## src/verilog/dp_pkg.sv

```systemverilog
`default_nettype none

package dp_pkg;

    localparam int WORD_WIDTH    = 16;
    localparam int OPERAND_WIDTH = 9;
    localparam int D_WIDTH       = 10;   // msb picks bank b
    localparam int RAM_DEPTH     = 64;
    localparam int IO_BASE       = 256;  // same base for read and write ports
    localparam int IO_PORTS      = 2;

    typedef logic [WORD_WIDTH-1:0]    word_t;
    typedef logic [OPERAND_WIDTH-1:0] operand_t;
    typedef logic [D_WIDTH-1:0]       dest_t;

    // codes 8 to 15 behave as nop
    typedef enum logic [3:0] {
        OP_NOP    = 4'd0,
        OP_ADD    = 4'd1,
        OP_SUB    = 4'd2,
        OP_AND    = 4'd3,
        OP_OR     = 4'd4,
        OP_XOR    = 4'd5,
        OP_PASS_A = 4'd6,
        OP_MUL    = 4'd7    // low half of product
    } opcode_t;

    typedef struct packed {
        opcode_t  op;
        dest_t    d;
        operand_t a;
        operand_t b;
    } instr_t;

    typedef struct packed {
        logic                a_ram;
        logic                b_ram;
        logic [IO_PORTS-1:0] a_io;   // one-hot
        logic [IO_PORTS-1:0] b_io;   // one-hot
    } dest_sel_t;

endpackage

`default_nettype wire

```

## src/verilog/pipe_delay.sv

```systemverilog
`timescale 1ns/10ps
`default_nettype none

module pipe_delay #(
    parameter int  DEPTH     = 1,
    parameter type payload_t = logic
) (
    input  wire           clock,
    input  wire           reset,
    input  wire payload_t in,
    output payload_t      out
);

    payload_t stage [DEPTH];

    always_ff @(posedge clock) begin
        if (reset) begin
            for (int i = 0; i < DEPTH; i++) begin
                stage[i] <= '0;
            end
        end else begin
            stage[0] <= in;
            for (int i = 1; i < DEPTH; i++) begin
                stage[i] <= stage[i-1];
            end
        end
    end

    assign out = stage[DEPTH-1];

endmodule

`default_nettype wire

```

## src/verilog/issue_stage.sv

```systemverilog
`timescale 1ns/10ps
`default_nettype none

module issue_stage #(
    parameter int IO_BASE  = dp_pkg::IO_BASE,
    parameter int IO_PORTS = dp_pkg::IO_PORTS
) (
    input  wire                    clock,
    input  wire                    reset,
    input  wire dp_pkg::instr_t    instr,
    input  wire                    a_read_blocked,
    input  wire                    b_read_blocked,
    input  wire [IO_PORTS-1:0]     a_io_out_ef,
    input  wire [IO_PORTS-1:0]     b_io_out_ef,
    output dp_pkg::operand_t       a_addr,
    output dp_pkg::operand_t       b_addr,
    output logic                   issue,
    output logic                   io_ready,
    output dp_pkg::instr_t         issued_instr,
    output dp_pkg::dest_sel_t      dest_sel
);
    import dp_pkg::*;

    instr_t    instr_q;
    operand_t  d_low;
    logic      bank_b;
    logic      writes;
    logic      write_blocked;
    dest_sel_t sel;

    // stage 1
    always_ff @(posedge clock) begin
        if (reset)
            instr_q <= '0;
        else
            instr_q <= instr;
    end

    // banks decode the raw addresses themselves
    assign a_addr = instr_q.a;
    assign b_addr = instr_q.b;

    assign d_low  = instr_q.d[OPERAND_WIDTH-1:0];
    assign bank_b = instr_q.d[D_WIDTH-1];
    assign writes = instr_q.op inside {[OP_ADD:OP_MUL]};

    always_comb begin
        sel       = '0;
        sel.a_ram = writes && !bank_b && (d_low < RAM_DEPTH);
        sel.b_ram = writes && bank_b && (d_low < RAM_DEPTH);
        for (int p = 0; p < IO_PORTS; p++) begin
            sel.a_io[p] = writes && !bank_b && (d_low == IO_BASE + p);
            sel.b_io[p] = writes && bank_b && (d_low == IO_BASE + p);
        end
    end

    // full write port counts the same as an empty read port
    assign write_blocked = |(sel.a_io & a_io_out_ef) || |(sel.b_io & b_io_out_ef);

    assign io_ready = !(a_read_blocked || b_read_blocked || write_blocked);
    assign issue    = io_ready;

    // annul into an all-zero nop
    assign issued_instr = io_ready ? instr_q : '0;
    assign dest_sel     = io_ready ? sel : '0;

endmodule

`default_nettype wire

```

## src/verilog/operand_bank.sv

```systemverilog
`timescale 1ns/10ps
`default_nettype none

module operand_bank #(
    parameter int RAM_DEPTH = dp_pkg::RAM_DEPTH,
    parameter int IO_BASE   = dp_pkg::IO_BASE,
    parameter int IO_PORTS  = dp_pkg::IO_PORTS
) (
    input  wire                               clock,
    input  wire                               reset,
    input  wire dp_pkg::operand_t             read_addr,
    input  wire                               issue,
    input  wire [IO_PORTS-1:0]                io_in_ef,
    input  wire dp_pkg::word_t [IO_PORTS-1:0] io_in,
    input  wire                               write_en,
    input  wire dp_pkg::operand_t             write_addr,
    input  wire dp_pkg::word_t                write_data,
    output logic [IO_PORTS-1:0]               io_rden,
    output logic                              read_blocked,
    output dp_pkg::word_t                     read_data
);
    import dp_pkg::*;

    localparam int ADDR_BITS = $clog2(RAM_DEPTH);

    word_t               ram [RAM_DEPTH];
    logic [IO_PORTS-1:0] io_sel;
    logic                ram_hit;
    word_t               io_word;

    assign ram_hit = read_addr < RAM_DEPTH;

    // i/o read port decode and word select
    always_comb begin
        io_sel  = '0;
        io_word = '0;
        for (int p = 0; p < IO_PORTS; p++) begin
            if (read_addr == IO_BASE + p) begin
                io_sel[p] = 1'b1;
                io_word   = io_in[p];
            end
        end
    end

    assign read_blocked = |(io_sel & io_in_ef);
    assign io_rden      = issue ? io_sel : '0;  // consumes the current word

    always_ff @(posedge clock) begin
        if (write_en)
            ram[write_addr[ADDR_BITS-1:0]] <= write_data;
    end

    // read before write when both hit the same word
    always_ff @(posedge clock) begin
        if (reset || !issue)
            read_data <= '0;
        else if (|io_sel)
            read_data <= io_word;
        else if (ram_hit)
            read_data <= ram[read_addr[ADDR_BITS-1:0]];
        else
            read_data <= '0;   // unmapped
    end

    rden_onehot: assert property (@(posedge clock) disable iff (reset)
        $onehot0(io_rden))
        else $error("more than one io_rden active");

    // issue comes from the readiness check in issue_stage
    rden_not_empty: assert property (@(posedge clock) disable iff (reset)
        (io_rden & io_in_ef) == '0)
        else $error("io_rden on an empty port");

endmodule

`default_nettype wire

```

## src/verilog/alu.sv

```systemverilog
`timescale 1ns/10ps
`default_nettype none

module alu (
    input  wire                  clock,
    input  wire                  reset,
    input  wire dp_pkg::opcode_t op,
    input  wire dp_pkg::dest_t   d,
    input  wire dp_pkg::word_t   a,
    input  wire dp_pkg::word_t   b,
    output dp_pkg::word_t        result,
    output dp_pkg::opcode_t      op_out,
    output dp_pkg::dest_t        d_out
);
    import dp_pkg::*;

    word_t                   r;
    logic [2*WORD_WIDTH-1:0] product;

    assign product = a * b;

    always_comb begin
        case (op)
            OP_ADD:    r = a + b;
            OP_SUB:    r = a - b;
            OP_AND:    r = a & b;
            OP_OR:     r = a | b;
            OP_XOR:    r = a ^ b;
            OP_PASS_A: r = a;
            OP_MUL:    r = product[WORD_WIDTH-1:0];
            default:   r = '0;   // nop, codes 8 to 15
        endcase
    end

    always_ff @(posedge clock) begin
        if (reset) begin
            result <= '0;
            op_out <= OP_NOP;
            d_out  <= '0;
        end else begin
            result <= r;
            op_out <= op;   // undefined codes pass too
            d_out  <= d;
        end
    end

endmodule

`default_nettype wire

```

## src/verilog/write_back.sv

```systemverilog
`timescale 1ns/10ps
`default_nettype none

module write_back #(
    parameter int IO_PORTS = dp_pkg::IO_PORTS
) (
    input  wire                    clock,
    input  wire                    reset,
    input  wire dp_pkg::dest_sel_t dest_sel,
    input  wire dp_pkg::word_t     result,
    input  wire dp_pkg::dest_t     d,
    output logic                   a_write_en,
    output logic                   b_write_en,
    output dp_pkg::operand_t       write_addr,
    output dp_pkg::word_t          write_data,
    output logic [IO_PORTS-1:0]    a_io_wren,
    output logic [IO_PORTS-1:0]    b_io_wren,
    output dp_pkg::word_t          a_io_out,
    output dp_pkg::word_t          b_io_out
);
    import dp_pkg::*;

    always_ff @(posedge clock) begin
        if (reset) begin
            a_write_en <= 1'b0;
            b_write_en <= 1'b0;
            a_io_wren  <= '0;
            b_io_wren  <= '0;
        end else begin
            a_write_en <= dest_sel.a_ram;
            b_write_en <= dest_sel.b_ram;
            a_io_wren  <= dest_sel.a_io;
            b_io_wren  <= dest_sel.b_io;
        end
    end

    // ram port shared by both banks, bank bit already in dest_sel
    always_ff @(posedge clock) begin
        write_addr <= d[OPERAND_WIDTH-1:0];
        write_data <= result;
    end

    // i/o words hold until the next write to that bank
    always_ff @(posedge clock) begin
        if (|dest_sel.a_io)
            a_io_out <= result;
        if (|dest_sel.b_io)
            b_io_out <= result;
    end

    one_strobe: assert property (@(posedge clock) disable iff (reset)
        $onehot0({a_write_en, b_write_en, a_io_wren, b_io_wren}))
        else $error("several write strobes in one cycle");

endmodule

`default_nettype wire

```

## src/verilog/datapath.sv

```systemverilog
`timescale 1ns/10ps
`default_nettype none

module datapath #(
    parameter int RAM_DEPTH = dp_pkg::RAM_DEPTH,
    parameter int IO_BASE   = dp_pkg::IO_BASE,
    parameter int IO_PORTS  = dp_pkg::IO_PORTS
) (
    input  wire                               clock,
    input  wire                               reset,
    input  wire dp_pkg::instr_t               instr,
    input  wire [IO_PORTS-1:0]                a_io_in_ef,
    input  wire dp_pkg::word_t [IO_PORTS-1:0] a_io_in,
    input  wire [IO_PORTS-1:0]                a_io_out_ef,
    output wire [IO_PORTS-1:0]                a_io_rden,
    output wire [IO_PORTS-1:0]                a_io_wren,
    output wire dp_pkg::word_t                a_io_out,
    input  wire [IO_PORTS-1:0]                b_io_in_ef,
    input  wire dp_pkg::word_t [IO_PORTS-1:0] b_io_in,
    input  wire [IO_PORTS-1:0]                b_io_out_ef,
    output wire [IO_PORTS-1:0]                b_io_rden,
    output wire [IO_PORTS-1:0]                b_io_wren,
    output wire dp_pkg::word_t                b_io_out,
    output wire                               io_ready,
    output wire dp_pkg::word_t                result,
    output wire dp_pkg::opcode_t              op_out,
    output wire dp_pkg::dest_t                d_out,
    output wire dp_pkg::word_t                a_read_data
);
    import dp_pkg::*;

    operand_t  a_addr;
    operand_t  b_addr;
    logic      issue;
    logic      a_read_blocked;
    logic      b_read_blocked;
    instr_t    issued_instr;
    instr_t    stage2_instr;   // lines up with the operands
    dest_sel_t dest_sel_s1;
    dest_sel_t dest_sel_alu;   // lines up with result
    word_t     b_read_data;
    logic      a_write_en;
    logic      b_write_en;
    operand_t  write_addr;
    word_t     write_data;

    issue_stage #(.IO_BASE(IO_BASE), .IO_PORTS(IO_PORTS)) issue_stage (
        .clock          (clock),
        .reset          (reset),
        .instr          (instr),
        .a_read_blocked (a_read_blocked),
        .b_read_blocked (b_read_blocked),
        .a_io_out_ef    (a_io_out_ef),
        .b_io_out_ef    (b_io_out_ef),
        .a_addr         (a_addr),
        .b_addr         (b_addr),
        .issue          (issue),
        .io_ready       (io_ready),
        .issued_instr   (issued_instr),
        .dest_sel       (dest_sel_s1)
    );

    operand_bank #(.RAM_DEPTH(RAM_DEPTH), .IO_BASE(IO_BASE), .IO_PORTS(IO_PORTS)) a_bank (
        .clock        (clock),
        .reset        (reset),
        .read_addr    (a_addr),
        .issue        (issue),
        .io_in_ef     (a_io_in_ef),
        .io_in        (a_io_in),
        .write_en     (a_write_en),
        .write_addr   (write_addr),
        .write_data   (write_data),
        .io_rden      (a_io_rden),
        .read_blocked (a_read_blocked),
        .read_data    (a_read_data)
    );

    operand_bank #(.RAM_DEPTH(RAM_DEPTH), .IO_BASE(IO_BASE), .IO_PORTS(IO_PORTS)) b_bank (
        .clock        (clock),
        .reset        (reset),
        .read_addr    (b_addr),
        .issue        (issue),
        .io_in_ef     (b_io_in_ef),
        .io_in        (b_io_in),
        .write_en     (b_write_en),
        .write_addr   (write_addr),
        .write_data   (write_data),
        .io_rden      (b_io_rden),
        .read_blocked (b_read_blocked),
        .read_data    (b_read_data)
    );

    pipe_delay #(.DEPTH(2), .payload_t(dest_sel_t)) dest_delay (
        .clock (clock),
        .reset (reset),
        .in    (dest_sel_s1),
        .out   (dest_sel_alu)
    );

    pipe_delay #(.DEPTH(1), .payload_t(instr_t)) op_delay (
        .clock (clock),
        .reset (reset),
        .in    (issued_instr),
        .out   (stage2_instr)
    );

    alu alu (
        .clock  (clock),
        .reset  (reset),
        .op     (stage2_instr.op),
        .d      (stage2_instr.d),
        .a      (a_read_data),
        .b      (b_read_data),
        .result (result),
        .op_out (op_out),
        .d_out  (d_out)
    );

    write_back #(.IO_PORTS(IO_PORTS)) write_back (
        .clock      (clock),
        .reset      (reset),
        .dest_sel   (dest_sel_alu),
        .result     (result),
        .d          (d_out),
        .a_write_en (a_write_en),
        .b_write_en (b_write_en),
        .write_addr (write_addr),
        .write_data (write_data),
        .a_io_wren  (a_io_wren),
        .b_io_wren  (b_io_wren),
        .a_io_out   (a_io_out),
        .b_io_out   (b_io_out)
    );

endmodule

`default_nettype wire

```

## config.mk

```make
export PLATFORM = sky130hd
export DESIGN_NAME = datapath
export DESIGN_NICKNAME = d
export VERILOG_FILES = /design/src/verilog/dp_pkg.sv /design/src/verilog/pipe_delay.sv /design/src/verilog/issue_stage.sv /design/src/verilog/operand_bank.sv /design/src/verilog/alu.sv /design/src/verilog/write_back.sv /design/src/verilog/datapath.sv
export SDC_FILE = /design/constraint.sdc
export NUM_CORES = 2
export LEC_CHECK = 0
export BUFFER_PORTS_ARGS = -buffer_cell sky130_fd_sc_hd__buf_2
export CORE_AREA = 4 4 381 383
export CTS_CLUSTER_SIZE = 28
export DETAILED_ROUTE_END_ITERATION = 7
export DIE_AREA = 0 0 385 387
export PLACE_DENSITY = 0.8
export RECOVER_POWER = 50
export SLEW_MARGIN = 20
export SYNTH_ARGS = -nofsm -noshare
export SYNTH_HDL_FRONTEND = slang
export SYNTH_HIERARCHICAL = 1
export SYNTH_SLANG_ARGS = --single-unit
```

## constraint.sdc

```tcl
create_clock -name clock -period 8.4 [get_ports clock]
set_input_delay 0 -clock clock [delete_from_list [all_inputs] [get_ports clock]]
set_output_delay 0 -clock clock [all_outputs]
set_load 0.05 [all_outputs]
```

==> impl_metrics.ini <==
[synthesis]
synth_area_um2 = 90630
syn_inst = 4739
syn_avg_cell_area_um2 = 19.12
yosysWarningCount = 6
synth_fp_nets = 5023

[timing]
setup-violations-final = 0
rsz0062_at_grt = no
slew_viol_final = 2007
max_slew_margin_pct = -281.2
fin_crit_sh_pct = 74.51
hold_viol_final = 0
hold_slack_ps = 106.3
worstMarginPinSlew_ps = 5719
tns_ps = 0
fin_crit_ps = 6259
finClkSkew_ps = 59.14
fmax_mhz = 159.8

[clock_network]
clkTransAtPathRegs_ps = 60
cts_setup_buffers = 0
clock-sinks = 2228
clock_path_buffers = 3
clock_latency_ps = 860
cts_tree = done
h-tree-depth = 4
numCtsBuffers = 206
cts_root_buf = clkbuf_16

[pwr]
power_density_nw_per_um2 = 226.2
irDropWorstVdd_uv = 243.7
total_power_w = 0.02304
p_leak_nw = 31.73

[floorplanning]
coreArea_um2 = 141400
die_h_um = 387
io_pins = 193
dieArea_um2 = 149000
die_x_um = 385
rows = 138
start_util_pct = 64.09

[drt]
first_pass_iters = 6
first_iter_violations = 7919
viasPerCell = 6.942
antenna_left = 0
drcViolationCount = 0
drt-wirelength-per-cell_um = 34.09
vias = 50450
drt-total-wl_mm = 247.8

[critical_path]
worstRegToRegCells = 12
r2r_end = b_bank/read_data[7]
cp_max_fo = 41
cp-end-kind = flop
cp.arrival_ps = 7040
crit_path_start_kind = flop
r2r-start = issue_stage/b_addr[1]
path_class = flop to flop
regToRegSetupSlack_ps = 2140
cp.required_ps = 9180

[place]
place.port_buffers = 192
dp_hpwl_mm = 141.4
gp_congestion = 0.9739

[global_route]
grt_pass1_wl_mm = 358.5
gr-total-overflow = 0
grt_pass1_vias = 50680
antenna_found_initial = 8
grt_max_degree = 120
track_usage_pct = 33.59

[finish]
drive_gt1_share_pct = 21.44
area_growth_pct = 12.40
final_core_util_pct = 72.04
fin_nets = 5475

[hold_path]
min_path_type = input port to flop
worstHoldStart = a_io_in[6]
hold_end = a_bank/read_data[6]
hold_depth = 5

[flow_run]
maxCapViolations = 28

[status]
violations = max-capacitance violations, max-slew violations
outcome = finished with violations
[worst max path at each step]
stage / from / endpoint / cells past startpoint
floorplan: a_bank/read_data[6] / alu/result[13] / 19
global placement: b_bank/read_data[2] / alu/result[15] / 19
detailed placement: b_bank/read_data[2] / alu/result[15] / 19
CTS: b_bank/read_data[2] / alu/result[15] / 19
global route: b_bank/read_data[2] / alu/result[15] / 19
finish: issue_stage/b_addr[1] / b_bank/read_data[7] / 12
[per-stage QoR]
step	setup WS [ps]	area (um2)	instances
3_5_place_dp	2259	93980	6754
4_1_cts	2253	102100	7262
6_report	2141	101900	7267
2_1_floorplan	2741	90630	4739
3_3_place_gp	2342	93980	6754
5_1_grt	1970	101900	7263
[final cells by class]
| class | instances | area (um2) |
|---|---|---|
| flip-flops and latches | 2228 | 65450 |
| fillers | 7859 | 39540 |
| multi-input cells | 2096 | 23080 |
| clock buffers | 263 | 5575 |
| repair buffers | 502 | 3458 |
| well taps | 1890 | 2365 |
| clock inverters | 127 | 1343 |
| inverters | 157 | 589.3 |
| diodes | 4 | 10.01 |
[cell usage in the layout, fill, tap and decap left out, types with 80 or more instances in the layout]
cell type and instances:
a22oi_1 80, buf_2 109, buf_4 169, clkbuf_1 140
clkbuf_16 209, dfxtp_1 140, dlygate4sd3_1 118, edfxtp_1 2080
fa_1 81, ha_1 97, inv_1 146, mux2i_1 219
mux4_2 493, nand2_1 165, nor2_1 279, nor2b_1 97
[registers in the layout, summed over array words and instances, names as in the netlist, 2 cells and up]
signal                 count
a_bank/ram              1024
b_bank/ram              1024
a_bank/read_data          16
alu/result                16
b_bank/read_data          16
write_back/a_io_out       16
write_back/b_io_out       16
write_back/write_data     16
op_delay/stage            14
dest_delay/stage          12
alu/d_out                 10
issue_stage/a_addr         9
issue_stage/b_addr         9
issue_stage/d_low          9
write_back/write_addr      6
alu/op_out                 4
issue_stage/instr_q        4
write_back/a_io_wren       2
write_back/b_io_wren       2
[power by group]
part           total [W]  switching [W]  internal, W  leakage (nW)
sequential        0.0122       0.000117       0.0121          18.9
clock            0.00956        0.00426      0.00530          3.38
combinational    0.00130       0.000793     0.000505          9.44
total             0.0230        0.00517       0.0179          31.7
[timing repair]
item                                   4_1_cts  5_1_grt
endpoints found under the hold margin       58        0
hold buffers                               118        0
resized for setup                            0        0
[worst max-delay path, cell delays in order (launching register included)]
cell and delay, ps:
dfxtp_4 780, nor2_2 80, buf_4 240, nand4_1 450
nor2_1 370, or2_0 420, a21oi_2 950, nor2b_1 560
nand3_1 450, a2111oi_0 750, a21oi_1 360, o21ai_0 160
dlygate4sd3_1 560
[layer usage]
metal / share of wire, % / vias up / track usage (%)
met5: 0.013 / - / 0
met4: 4.9 / 4 / 13.66
met3: 13 / 713 / 8.803
met2: 47 / 4389 / 51.61
met1: 34 / 25550 / 46.75
li1: - / 19790 / -
Note: power is estimated with default switching activity, not from simulation.
